--- src/hdl/mont_params.svh ---
`ifndef MONT_PARAMS_SVH
`define MONT_PARAMS_SVH

// operand width in bits
`define MONT_WIDTH 1024

// guard bits above the operand in internal words
`define MONT_EXT 4

// a is consumed two bits per iteration
`define MONT_ITER (`MONT_WIDTH / 2)

`endif
--- src/hdl/mont_ctrl_pkg.sv ---
package mont_ctrl_pkg;

    // sequencer states
    typedef enum logic [3:0] {
        IDLE        = 4'd0,
        PRE_M3      = 4'd1,
        PRE_B3      = 4'd2,
        LOOP_ADD_B  = 4'd3,
        LOOP_WAIT_B = 4'd4,
        LOOP_ADD_M  = 4'd5,
        LOOP_WAIT_M = 4'd6,
        RED_SUB     = 4'd7,
        RED_ADD     = 4'd8,
        FINISH      = 4'd9
    } mont_state_e;

endpackage

--- src/hdl/mont_data_pkg.sv ---
`include "mont_params.svh"

package mont_data_pkg;

    typedef logic [`MONT_WIDTH-1:0] operand_t;

    // holds sums up to 8m plus a sign bit
    typedef logic [`MONT_WIDTH+`MONT_EXT-1:0] wide_t;

    // one adder word, seen as a plain sum or as a signed difference
    typedef union packed {
        wide_t sum;
        struct packed {
            logic                             neg;
            logic [`MONT_WIDTH+`MONT_EXT-2:0] mag;
        } diff;
    } add_result_u;

    // addend picked from the multiple table
    typedef enum logic [2:0] {
        ZERO = 3'd0,
        B    = 3'd1,
        B2   = 3'd2,
        B3   = 3'd3,
        M    = 3'd4,
        M2   = 3'd5,
        M3   = 3'd6
    } mult_sel_e;

endpackage

--- src/hdl/mont_step_if.sv ---
`timescale 1ns/1ps

interface mont_step_if;
    import mont_data_pkg::*;

    // commands from the sequencer
    logic       load;
    logic       add_start;
    logic       subtract;
    mult_sel_e  sel;
    logic [1:0] pre_sel;    // bit 0 forms 3M, bit 1 forms 3B
    logic       acc_shift;
    logic       res_en;

    // status from the datapath
    logic       add_done;
    logic       neg;
    logic [1:0] a_digit;
    logic [1:0] acc_low;

    modport ctrl (
        output load, add_start, subtract, sel, pre_sel, acc_shift, res_en,
        input  add_done, neg, a_digit, acc_low
    );

    modport dp (
        input  load, add_start, subtract, sel, pre_sel, acc_shift, res_en,
        output add_done, neg, a_digit, acc_low
    );

endinterface

--- src/hdl/mont_ctrl.sv ---
`timescale 1ns/1ps
`include "mont_params.svh"

module mont_ctrl (
    input  logic       clk,
    input  logic       resetn,
    input  logic       start,
    input  logic [1:0] m_low,
    output logic       done,
    mont_step_if.ctrl  step
);
    import mont_data_pkg::*;
    import mont_ctrl_pkg::*;

    localparam int ITER_W = $clog2(`MONT_ITER);

    mont_state_e       state;
    mont_state_e       next_state;
    logic [ITER_W-1:0] iter;
    logic              issued;
    logic              last_iter;
    mult_sel_e         q_sel;

    // q = -acc * m^-1 mod 4, and m^-1 mod 4 equals m mod 4 for odd m
    always_comb begin
        case (step.acc_low)
            2'b01:   q_sel = (m_low == 2'b01) ? M3 : M;
            2'b10:   q_sel = M2;
            2'b11:   q_sel = (m_low == 2'b01) ? M : M3;
            default: q_sel = ZERO;
        endcase
    end

    assign last_iter = (iter == ITER_W'(`MONT_ITER - 1));

    always_comb begin
        step.load      = 1'b0;
        step.add_start = 1'b0;
        step.subtract  = 1'b0;
        step.sel       = ZERO;
        step.pre_sel   = 2'b00;
        step.acc_shift = 1'b0;
        step.res_en    = 1'b0;
        next_state     = state;
        case (state)
            IDLE: begin
                if (start) begin
                    step.load  = 1'b1;
                    next_state = PRE_M3;
                end
            end
            PRE_M3: begin
                step.pre_sel   = 2'b01;
                step.add_start = !issued;
                if (step.add_done) begin
                    next_state = PRE_B3;
                end
            end
            PRE_B3: begin
                step.pre_sel   = 2'b10;
                step.add_start = !issued;
                if (step.add_done) begin
                    next_state = LOOP_ADD_B;
                end
            end
            LOOP_ADD_B: begin
                // digit value maps straight onto B, B2, B3
                step.sel       = mult_sel_e'({1'b0, step.a_digit});
                step.add_start = 1'b1;
                next_state     = LOOP_WAIT_B;
            end
            LOOP_WAIT_B: begin
                if (step.add_done) begin
                    next_state = LOOP_ADD_M;
                end
            end
            LOOP_ADD_M: begin
                step.sel       = q_sel;
                step.add_start = 1'b1;
                next_state     = LOOP_WAIT_M;
            end
            LOOP_WAIT_M: begin
                if (step.add_done) begin
                    step.acc_shift = 1'b1;
                    next_state     = last_iter ? RED_SUB : LOOP_ADD_B;
                end
            end
            RED_SUB: begin
                step.sel       = M;
                step.subtract  = 1'b1;
                step.add_start = !issued;
                // one add of m after going below zero restores the residue
                if (step.add_done && step.neg) begin
                    next_state = RED_ADD;
                end
            end
            RED_ADD: begin
                step.sel       = M;
                step.add_start = !issued;
                if (step.add_done) begin
                    next_state = FINISH;
                end
            end
            FINISH: begin
                step.res_en = 1'b1;
                next_state  = IDLE;
            end
            default: next_state = IDLE;
        endcase
    end

    always_ff @(posedge clk) begin
        if (!resetn) begin
            state  <= IDLE;
            issued <= 1'b0;
            iter   <= '0;
            done   <= 1'b0;
        end else begin
            state <= next_state;
            done  <= (state == FINISH);
            if (step.add_done) begin
                issued <= 1'b0;
            end else if (step.add_start) begin
                issued <= 1'b1;
            end
            if (state == IDLE) begin
                iter <= '0;
            end else if (step.acc_shift) begin
                iter <= iter + 1'b1;
            end
        end
    end

    // every adder result answers an operation still outstanding
    assert property (@(posedge clk) disable iff (!resetn)
        step.add_done |-> issued)
        else $error("adder result arrived with no operation outstanding");

endmodule

--- src/flat_wrapper.sv ---
// flat-port wrapper written by rule: the top's interface ports become plain ports
module mont_ctrl_flat import mont_data_pkg::*; import mont_ctrl_pkg::*;
  (clk, resetn, start, m_low, done, step_load, step_add_start, step_subtract, step_sel, step_pre_sel, step_acc_shift, step_res_en, step_add_done, step_neg, step_a_digit, step_acc_low);
  mont_step_if step_i ();
  input  logic clk;
  input  logic resetn;
  input  logic start;
  input  logic [1:0] m_low;
  output logic done;
  output wire logic [$bits(step_i.load)-1:0] step_load;
  output wire logic [$bits(step_i.add_start)-1:0] step_add_start;
  output wire logic [$bits(step_i.subtract)-1:0] step_subtract;
  output wire logic [$bits(step_i.sel)-1:0] step_sel;
  output wire logic [$bits(step_i.pre_sel)-1:0] step_pre_sel;
  output wire logic [$bits(step_i.acc_shift)-1:0] step_acc_shift;
  output wire logic [$bits(step_i.res_en)-1:0] step_res_en;
  input wire logic [$bits(step_i.add_done)-1:0] step_add_done;
  input wire logic [$bits(step_i.neg)-1:0] step_neg;
  input wire logic [$bits(step_i.a_digit)-1:0] step_a_digit;
  input wire logic [$bits(step_i.acc_low)-1:0] step_acc_low;
  assign step_load = step_i.load;
  assign step_add_start = step_i.add_start;
  assign step_subtract = step_i.subtract;
  assign step_sel = step_i.sel;
  assign step_pre_sel = step_i.pre_sel;
  assign step_acc_shift = step_i.acc_shift;
  assign step_res_en = step_i.res_en;
  assign step_i.add_done = step_add_done;
  assign step_i.neg = step_neg;
  assign step_i.a_digit = step_a_digit;
  assign step_i.acc_low = step_acc_low;
  mont_ctrl u_core (.clk(clk), .resetn(resetn), .start(start), .m_low(m_low), .done(done), .step(step_i));
endmodule
--- config.mk ---
export PLATFORM = sky130hd
export DESIGN_NAME = mont_ctrl_flat
export DESIGN_NICKNAME = d
export VERILOG_FILES = /design/src/hdl/mont_ctrl_pkg.sv /design/src/hdl/mont_data_pkg.sv /design/src/hdl/mont_step_if.sv /design/src/hdl/mont_ctrl.sv /design/src/flat_wrapper.sv
export VERILOG_INCLUDE_DIRS = /design/src /design/src/hdl
export SDC_FILE = /design/constraint.sdc
export NUM_CORES = 1
export LEC_CHECK = 0
export BUFFER_PORTS_ARGS = -buffer_cell sky130_fd_sc_hd__buf_2
export CAP_MARGIN = 40
export CORE_MARGIN = 2
export CORE_UTILIZATION = 40
export DETAILED_ROUTE_END_ITERATION = 10
export PLACE_DENSITY = 0.62
export SYNTH_ARGS = -nofsm -noshare
export SYNTH_HDL_FRONTEND = slang
export SYNTH_SLANG_ARGS = --single-unit
export TNS_END_PERCENT = 5
--- constraint.sdc ---
create_clock -name clk -period 1.5 [get_ports clk]
set_clock_uncertainty 0.1 [all_clocks]
set_input_delay 0.075 -clock clk [delete_from_list [all_inputs] [get_ports clk]]
set_output_delay 0.075 -clock clk [all_outputs]
set_load 0.02 [all_outputs]
**Yosys cells after proc, flatten, opt, wreduce, memory -nomap -nowiden**

Index checks and enable logic that the tools add are counted.

- Shifts and indexed selects: 0
- Reduce and logical (&&, ||, !) cells: 9
- Multiply operators: 0
- Magnitude comparators: 0
- Bitwise gates (word level): 1
- Add/sub/neg operators: 1
- Div/mod/pow operators: 0
- Multiplexer cells: 21
- Equality and inequality tests: 21

Operators by type and width:

| operator | number |
|---|---|
| case mux 4 bit (9 select lines) | 1 |
| 2-to-1 mux 4 bit | 7 |
| case mux 3 bit (3 select lines) | 2 |
| == test 4 x 3 -> 1 bit (second input constant) | 4 |
| != test 2 bit (second input constant) | 6 |
| adder 9 x 1 -> 9 bit (second input constant) | 1 |
| == test 9 bit (second input constant) | 1 |
| == test 4 x 2 -> 1 bit (second input constant) | 2 |
| == test 4 bit (second input constant) | 2 |
| OR reduction 2 bit | 4 |
| AND reduction 7 bit | 1 |
| 2-to-1 mux 1 bit | 6 |
| == test 2 x 1 -> 1 bit (second input constant) | 2 |
| == test 2 bit (second input constant) | 2 |
| == test 4 x 1 -> 1 bit (second input constant) | 1 |
| logical NOT 4 bit | 1 |
| 2-to-1 mux 2 bit | 2 |
| case mux 2 bit (2 select lines) | 1 |
| OR reduction 4 bit | 1 |
| 2-to-1 mux 3 bit | 1 |
| != test 2 x 1 -> 1 bit (second input constant) | 1 |
| case mux 1 bit (2 select lines) | 1 |
| logical AND 1 bit | 1 |
| logical NOT 1 bit | 1 |
| inverter 1 bit | 1 |

- Output and inout port bits: 11
- Bits in read-only memories: 0
- Latch bits: 0
- Memories: 0
- Bits of input ports: 11
- Bits in writable memories: 0
- Register bits after elaboration: 15
- Logic and storage cells: 57

**Longest topological paths before layout**

Gate-level depths: netlist (run 1).

- Depth after elaboration: 4
- Gate-level depth with buffers: 7
- Depth with buffers taken out: 7

**Least setup slack after synthesis (run 1)**

OpenSTA, ideal clock, no wires.

- Path kind: reg-to-reg
- Start point: register u_core.state[0]
- End point: register u_core.state[1]
- Setup slack: -0.318 ns
- Data arrival time: 1.599 ns
- Setup time: 0.119 ns
- Required time: 1.281 ns
- Path buffers: 0
- Cell stages (with the launch flop): 6
- Clock period less this slack: 1.818 ns
- Cells stage by stage: dfxtp_1 nor4b_2 a21oi_4 a31oi_4 nor2_1 o221a_1

- Cells in the longest elaborated chain, start to end: 3
- Elaborated cells on any way between the ends: 18
- Classes of those cells: eq/ne (15); mux (1); reduce/logical (2)

RTL lines:

| element | line | RTL |
|---|---|---|
| start: declaration | mont_ctrl.sv:17 | `mont_state_e state;` |
| start signal: assignment | mont_ctrl.sv:119 | `state <= next_state;` |
| == test 4 x 3 -> 1 bit, or another cell as far along | mont_ctrl.sv:45 | `case (state)` |
| != test 2 x 1 -> 1 bit (no line) or != test 2 bit (tied branches) | - |  |
| AND reduction 7 bit (no line) | - |  |

Several ways; a longest one is shown, not always the timed one.
A chain may end at the register's enable or synchronous reset.

**Worst setup path in the final report (run 1)**

- Start point: register u_core.state[2]
- End point: register u_core.state[1]

Same word-level chain as after synthesis.

==> results of run 1 <==
cell families (layout without fill, tap and decap cells):
family | count (synthesis) | count (layout) | share of synthesized area
simple gates | 57 | 57 | 0.324
compound gates | 27 | 27 | 0.222
fa+ha+maj | 2 | 2 | 0.0263
flops | 15 | 15 | 0.316
buf+inv | 10 | 71 | 0.0474
xor+xnor | 7 | 7 | 0.0645
layer usage:
layer | share of wire | vias up | track usage
met5 | 0 | - | 0
met4 | 0.033 | 0 | 0.107
met3 | 0.066 | 12 | 0.0657
met2 | 0.48 | 50 | 0.354
met1 | 0.42 | 526 | 0.301
li1 | - | 550 | -
final cells by class:
class / instances / area (um^2) / share of cell area
multi-input cells: 93 / 697 / 0.445
repair buffers: 62 / 469 / 0.299
well taps: 28 / 35.0 / 0.0223
inverters: 5 / 25.0 / 0.0160
flip-flops and latches: 15 / 315 / 0.201
clock buffers: 4 / 26.3 / 0.0168
per-stage QoR:
| step | instance area (um^2) | power [uW] | hold WS [ns] | util | std cells |
|---|---|---|---|---|---|
| after floorplan | 965 | 1200 | 0.0535 | - | 118 |
| after global placement | 1300 | 1580 | 0.250 | 0.580 | 191 |
| after detailed placement | 1300 | 1600 | 0.256 | 0.580 | 191 |
| after CTS | 1420 | 1960 | 0.118 | 0.637 | 200 |
| after global routing | 1570 | 2360 | 0.179 | 0.702 | 207 |
| final | 1570 | 2250 | 0.135 | 0.702 | 207 |
worst paths after layout:
kind	to	slack [ns]	cells after the start
setup / recovery	u_core.state[1]$_SDFFE_PN0P_	-0.27	7
hold reg to reg	u_core.iter[8]$_SDFFE_PP0P_	0.37	2
setup reg to reg	u_core.state[1]$_SDFFE_PN0P_	-0.27	7
hold / removal	u_core.state[2]$_SDFFE_PN0P_	0.13	4
flip-flops by register name (all words and copies together) (netlist names):
| signal | count |
|---|---|
| u_core.iter | 9 |
| u_core.done | 1 |
| u_core.issued | 1 |
| u_core.state | 4 |
placed cells by master, fill, tap and decap left out, drive strengths merged, types with 3 or more instances in the layout:
master   n
xnor2    4
inv      4
nand3    5
clkbuf   4
a21oi    9
nor2    13
nand4    3
o21ai    5
nor2b    5
xor2     3
nand2   13
nor3     8
dfxtp   15
buf     60
power groups by stage:
stage | Combinational (uW) | Sequential, uW | Clock, uW
3_5_place_dp | 1060 | 543 | 0
5_1_grt | 1540 | 567 | 258
3_3_place_gp | 1040 | 542 | 0
6_report | 1450 | 560 | 247
4_1_cts | 1150 | 559 | 247
2_1_floorplan | 700 | 499 | 0
worst min-delay path, cell delays in order:
cell	delay, ns
buf_2	0.10
o41ai_2	0.09
a21oi_1	0.16
o2bb2ai_1	0.07
repair_timing:
action / 4_1_cts / 5_1_grt
pin swaps: 2 / 6
hold buffers: 2 / 0
setup buffers: 3 / 7
endpoints found under the setup margin: 23 / 19
resized for setup: 20 / 26
endpoints found under the hold margin: 4 / 0
==> flow_metrics.tcl, run 1 <==
set metrics [dict create \
    tns_ns -2.18 \
    p_sw_uw 960 \
    period_minus_slack_ns 1.77 \
    synth_area_leaders "dfxtp_1 (32%), nand2_1 (5.1%), nor2_1 (5.1%)" \
    cpMostUsedCell "buf_6" \
    drt_iter0_drc 46 \
    fp.coreArea_um2 2230 \
    crit_chain "buf_6 -> buf_6 -> nor4b_4 -> a21oi_4 -> a31oi_4 -> buf_6 -> o221a_1" \
    dp_slack_ns -0.236 \
    path_buf_inv 3 \
    switching_share 0.426 \
    critical_path_class "reg -> reg" \
    p_int_uw 1290 \
    dp_hpwl_um 1970 \
    dieWidth_um 52.8 \
    synth_common_cells "dfxtp_1 (15), nand2_1 (13), nor2_1 (13), a21oi_1 (8), nor3_1 (8)" \
    pin_count 22 \
    ir_drop_mv 1.30 \
    hold_violations 0 \
    die_area_um2 2780 \
    vias_per_cell 5.50 \
    syn-cell-area_um2 951 \
    die_y_um 52.8 \
    clock_sinks 15 \
    synth_async_sr_flop_share 0 \
    grt_max_degree 10 \
    drt.antenna.violating_nets 0 \
    finalWirelength_um 3160 \
    numCtsBuffers 3 \
    drc_errors 0 \
    nets 193 \
    cap_violations 0 \
    worstMarginPinSlew_ns 0.429 \
    cp_top_family "compound AO/OA/AOI/OAI gates" \
    synth_cells 118 \
    grt_pass1_wl_um 4660 \
    crit_fanout 7 \
    grt_use_total 0.233 \
    rsz0062_at_grt "yes" \
    final_layout_size_suffix_gt1_frac 0.508 \
    start_kind "flip-flop" \
    path_clk_slew_ns 0.10 \
    diodes 0 \
    slew_headroom 0.711 \
    num_rows 17 \
    cp_slowest_cell "dfxtp_4" \
    max_stage_delay_ns 0.37 \
    fillers 183 \
    clockBufferDepth 2 \
    synth-seq-cells 15 \
    grt_pass1_vias 963 \
    drv_slew 0 \
    cp-startpoint "u_core.state[2]$_SDFFE_PN0P_" \
    antenna_found_initial 0 \
    area_delta_synth_final_pct 64.9 \
    io_buffers 21 \
    dr_total_vias 1138 \
    synth_area_per_cell_um2 8.06 \
    start_util 0.426 \
    first_pass_iters 4 \
    cp.arrival_ns 1.90 \
    r2r-start "u_core.state[2]$_SDFFE_PN0P_" \
    h-tree-depth 1 \
    routedWlPerCell_um 15.3 \
    min_path_type "in -> reg" \
    status "finished, violations left" \
    cts_tree "done" \
    combPwrFrac 0.642 \
    clock_latency_ns 0.29 \
    synth_top_area_share 0.316 \
    synth_flop_cell "dfxtp_1" \
    cts_root_buffer "clkbuf_4" \
    hold_start "start" \
    ys_warn_count 0 \
    seq_area_frac_synth 0.316 \
    grt-ovfl-total 0 \
    pwr-share-seq 0.248 \
    syn_nets 131 \
    clock.fmax_mhz 565 \
    place.gp.congestion 0.803 \
    yosysTopAreaCell "dfxtp_1" \
    ys_types 40 \
    violations "negative setup slack" \
    pwr-share-clk 0.109 \
    setup_viol 12 \
    period_share 1.18 \
    cp-end-kind "flip-flop" \
    synth_most_common_cell "dfxtp_1" \
    p_leak_uw 0.000646 \
    powerDensity_nw_per_um2 1440 \
    setup_ws_ns -0.270 \
    synth-edff-count 0 \
    required_ns 1.63 \
]
Power figures use the tool's default switching activity.
==> run 2: changes to the inputs <==
==> constraint.sdc (replaced) <==
create_clock -name clk -period 1.5 [get_ports clk]
set_clock_uncertainty 0.1 [all_clocks]
set_input_delay 0.225 -clock clk [delete_from_list [all_inputs] [get_ports clk]]
set_output_delay 0.225 -clock clk [all_outputs]
set_load 0.02 [all_outputs]
==> run 2 against run 1 <==
Effect of this change:
- the flow still finishes with violations (negative setup slack)
- combinational power increased by 18%
- clock power about the same
- first-iteration DRC count decreased by 30%
- setup slack lost 0.055 ns
- via count grew 4.2%
- design area grew 6.2%
- largest cell class unchanged
- maximum frequency shrank 3.0%
- critical endpoint is now step_sel[0]
==> flow_metrics.tcl, run 2 (synthesis results as in run 1) <==
set metrics [dict create \
    critical_path_class "reg -> out" \
    routedWlPerCell_um 15.8 \
    final_common_cell "buf_4" \
    hold_violations 0 \
    crit_fanout 6 \
    cts_tree "done" \
    crit_chain "inv_4 -> nor4b_2 -> a21oi_1 -> nor3_2 -> buf_4" \
    required_ns 1.17 \
    numCtsBuffers 3 \
    powerDensity_nw_per_um2 1510 \
    setup_ws_ns -0.325 \
    dp_slack_ns -0.235 \
    cp_top_family "simple AND/OR/NAND/NOR gates" \
    grt_pass1_vias 1114 \
    antenna_found_initial 0 \
    mostFrequentLayoutCells "buf_4 (43), nand2_1 (13), buf_6 (13)" \
    grt_max_degree 10 \
    status "finished, violations left" \
    clock.fmax_mhz 548 \
    dp_hpwl_um 2130 \
    io_buffers 21 \
    reg_top3 "u_core.iter (9), u_core.state (4)" \
    cp-end-kind "output port" \
    violations "negative setup slack" \
    die_area_um2 2780 \
    reg2reg_slack_ns -0.24 \
    grt-ovfl-total 0 \
    drv_slew 0 \
    hold_end "u_core.state[1]$_SDFFE_PN0P_" \
    cap_violations 0 \
    regMostFlops "u_core.iter" \
    path_clk_slew_ns 0.09 \
    drt_iter0_drc 32 \
    start_kind "flip-flop" \
    dr_total_vias 1186 \
    final-seq-area_um2 313 \
    area_delta_synth_final_pct 75.1 \
    period_minus_slack_ns 1.82 \
    fin_cells 212 \
    drc_errors 0 \
    setup_viol 22 \
    ir_drop_mv 1.14 \
    ff2ff_path_depth 6 \
    finalWirelength_um 3340 \
    cp-startpoint "u_core.state[2]$_SDFFE_PN0P_" \
    cp_slowest_cell "dfxtp_2" \
    nets 198 \
    clockBufferDepth 2 \
    cts_hold_buf 0 \
    final_layout_size_suffix_gt1_frac 0.576 \
    fp.coreArea_um2 2230 \
    grt_use_total 0.241 \
    clock_latency_ns 0.30 \
    dieWidth_um 52.8 \
    largest_reg_flops 9 \
    clock_sinks 15 \
    start_util 0.426 \
    r2r-start "u_core.state[1]$_SDFFE_PN0P_" \
    cts_root_buffer "clkbuf_4" \
    period_share 1.22 \
    path_buf_inv 2 \
    num_rows 17 \
    regToRegEndpoint "u_core.state[0]$_SDFFE_PN0P_" \
    slew_headroom 0.733 \
    holdPathStages 2 \
    grt_pass1_wl_um 4880 \
    p_leak_uw 0.000683 \
    pin_count 22 \
    hold_start "resetn" \
    diodes 0 \
    die_y_um 52.8 \
    drt.antenna.violating_nets 0 \
    dp_cells 201 \
    fillers 150 \
    worstMarginPinSlew_ns 0.391 \
    h-tree-depth 1 \
    rsz0062_at_grt "yes" \
    place.gp.congestion 0.982 \
    max_stage_delay_ns 0.40 \
    cp.arrival_ns 1.50 \
    multi_input_area_um2 741 \
    vias_per_cell 5.59 \
    min_path_type "in -> reg" \
    first_pass_iters 4 \
]
-- run 2: layout make-up --
type | instances | share of cell area
timing repair buffer | 67 | 0.315
clock buffer | 4 | 0.0158
multi-input combinational | 93 | 0.445
inverter | 5 | 0.0158
tap | 28 | 0.0210
sequential | 15 | 0.188
-- run 2: how the worst max path moves through the flow --
stage                                              end  cells after the start
after floorplan           u_core.state[1]$_SDFFE_PN0P_                      6
after global placement    u_core.state[0]$_SDFFE_PN0P_                      5
after detailed placement  u_core.state[0]$_SDFFE_PN0P_                      5
after CTS                                  step_sel[0]                      5
after global routing                       step_sel[0]                      5
final                                      step_sel[0]                      5
-- run 2: metal layers --
metal	track usage	wire, um	vias to the layer above
met4	0.0812	59	0
met5	0	0	-
met2	0.396	1660	35
met3	0.0629	156	11
li1	-	-	559
met1	0.304	1470	581
-- run 2: per-stage QoR --
step | total power (uW) | instance area, um^2 | utilization | setup TNS (ns) | hold WS, ns
2_1_floorplan | 1230 | 988 | - | -1.30 | 0.203
3_3_place_gp | 1720 | 1390 | 0.624 | -1.81 | 0.354
3_5_place_dp | 1750 | 1390 | 0.624 | -2.49 | 0.358
4_1_cts | 2260 | 1560 | 0.700 | -2.61 | 0.0904
5_1_grt | 2640 | 1670 | 0.746 | -4.85 | 0.0845
6_report | 2510 | 1670 | 0.746 | -3.43 | 0.0929
-- run 2: what timing repair did --
action / in CTS / in global routing
pin swaps: 5 / 10
setup buffers: 4 / 3
gates resized for setup: 41 / 21
endpoints found under the setup margin: 23 / 23
-- run 2: where the power goes --
part	switching [uW]	leakage (uW)	internal [uW]
logic	795	0.000545	913
registers	88.3	0.000124	461
clock network	146	0.0000150	104
==> run 3: changes to the inputs <==
--- a/config.mk
+++ b/config.mk
@@ -12,6 +12,7 @@
 export CORE_UTILIZATION = 40
 export DETAILED_ROUTE_END_ITERATION = 10
 export PLACE_DENSITY = 0.62
+export SETUP_SLACK_MARGIN = 0.05
 export SYNTH_ARGS = -nofsm -noshare
 export SYNTH_HDL_FRONTEND = slang
 export SYNTH_SLANG_ARGS = --single-unit
==> run 3 against run 2 <==
Effect of this change:
- the run still ends with negative setup slack left
- maximum frequency shrank 0.14%
- critical path depth did not move
- sequential share of layout area is the same
- critical endpoint unchanged
- largest power group unchanged
- highest routed layer unchanged
==> flow_metrics.tcl, run 3 (synthesis results as in run 1) <==
set metrics [dict create \
    p_leak_uw 0.000683 \
    min_path_type "in -> reg" \
    die_y_um 52.8 \
    grt_use_total 0.241 \
    clock_sinks 15 \
    drc_errors 0 \
    clock_latency_ns 0.30 \
    h-tree-depth 1 \
    r2r-start "u_core.state[1]$_SDFFE_PN0P_" \
    use_met1 0.304 \
    path_clk_slew_ns 0.09 \
    grt_util_met2 0.396 \
    ir_drop_mv 1.14 \
    numCtsBuffers 3 \
    fin_cells 212 \
    finalWirelength_um 3340 \
    cap_violations 0 \
    diodes 0 \
    required_ns 1.17 \
    die_area_um2 2780 \
    critical_path_class "reg -> out" \
    cts_root_buffer "clkbuf_4" \
    grt_pass1_vias 1114 \
    io_buffers 21 \
    drv_slew 0 \
    drt_iter0_drc 33 \
    worstMarginPinSlew_ns 0.385 \
    grt_max_degree 10 \
    nets 198 \
    setup_viol 22 \
    grt_pass1_wl_um 4880 \
    dieWidth_um 52.8 \
    cp.arrival_ns 1.50 \
    busiest_layer "met2" \
    clock.fmax_mhz 547 \
    cp.depth 5 \
    fillers 150 \
    crit_fanout 6 \
    postLayoutCoreUtil 0.746 \
    largest_reg_flops 9 \
    slew_headroom 0.737 \
    regMostFlops "u_core.iter" \
    worstSetupEndpoint "step_sel[0]" \
    hold_violations 0 \
    dp_slack_ns -0.235 \
    violations "negative setup slack" \
    fp.coreArea_um2 2230 \
    place.gp.congestion 0.982 \
    clockBufferDepth 2 \
    powerDensity_nw_per_um2 1510 \
    routedWlPerCell_um 15.7 \
    cp-startpoint "u_core.state[2]$_SDFFE_PN0P_" \
    start_util 0.426 \
    mostFrequentLayoutCells "buf_4 (43), nand2_1 (13), buf_6 (13)" \
    reg2reg_slack_ns -0.24 \
    vias_per_cell 5.57 \
    antenna_found_initial 0 \
    rsz0062_at_grt "yes" \
    pin_count 22 \
    num_rows 17 \
    max_stage_delay_ns 0.40 \
    period_share 1.22 \
    crit_chain "inv_4 -> nor4b_2 -> a21oi_1 -> nor3_2 -> buf_4" \
    dr_total_vias 1181 \
    drt.antenna.violating_nets 0 \
    final_layout_size_suffix_gt1_frac 0.576 \
    period_minus_slack_ns 1.83 \
    fin_hold_ws_ns 0.0910 \
    cp_slowest_cell "dfxtp_2" \
    status "finished, violations left" \
    start_kind "flip-flop" \
    first_pass_iters 4 \
    regToRegEndpoint "u_core.state[0]$_SDFFE_PN0P_" \
    final_common_cell "buf_4" \
    use_met3 0.0629 \
    grt-ovfl-total 0 \
    dp_hpwl_um 2130 \
    cp_top_family "simple AND/OR/NAND/NOR gates" \
    path_buf_inv 2 \
    ff2ff_path_depth 6 \
    setup_ws_ns -0.327 \
    dp_cells 201 \
    cts_tree "done" \
    reg_top3 "u_core.iter (9), u_core.state (4)" \
    area_delta_synth_final_pct 75.1 \
    cp-end-kind "output port" \
]
run 3: layout make-up:
class                      count  area, um^2  area share
timing repair buffer          67         524       0.315
tap                           28        35.0      0.0210
clock buffer                   4        26.3      0.0158
inverter                       5        26.3      0.0158
multi-input combinational     93         741       0.445
sequential                    15         313       0.188
run 3: how the worst min path moves through the flow:
| stage | depth (start not counted) | end | start |
|---|---|---|---|
| 3_5_place_dp | 2 | u_core.iter[8]$_SDFFE_PP0P_ | u_core.iter[8]$_SDFFE_PP0P_ |
| 2_1_floorplan | 1 | u_core.issued$_SDFFE_PP0P_ | step_add_done |
| 3_3_place_gp | 2 | u_core.iter[8]$_SDFFE_PP0P_ | u_core.iter[8]$_SDFFE_PP0P_ |
| 4_1_cts | 2 | u_core.state[3]$_SDFFE_PN0P_ | resetn |
| 5_1_grt | 2 | u_core.state[1]$_SDFFE_PN0P_ | resetn |
| 6_report | 2 | u_core.state[1]$_SDFFE_PN0P_ | resetn |
run 3: stage by stage:
step | power, uW | setup TNS, ns | cell area, um^2
floorplan | 1230 | -1.30 | 988
global placement | 1720 | -1.81 | 1390
detailed placement | 1750 | -2.49 | 1390
CTS | 2260 | -2.61 | 1560
global route | 2640 | -4.83 | 1670
finish | 2510 | -3.43 | 1670
run 3: what timing repair did:
item	CTS	global route
cloned	0	0
resized for setup	41	21
endpoints found under the setup margin	23	23
setup buffers	4	3
pin swaps	7	11
hold buffers	0	0
run 3: metal layers:
layer | part of all wire | routed length (um)
met1 | 0.44 | 1470
met4 | 0.031 | 102
met5 | 0 | 0
met3 | 0.046 | 152
met2 | 0.48 | 1610
run 3: power by group:
part	internal [uW]	leakage (uW)	switching, uW
clock	104	0.0000150	147
combinational	914	0.000545	793
sequential	461	0.000124	88.2
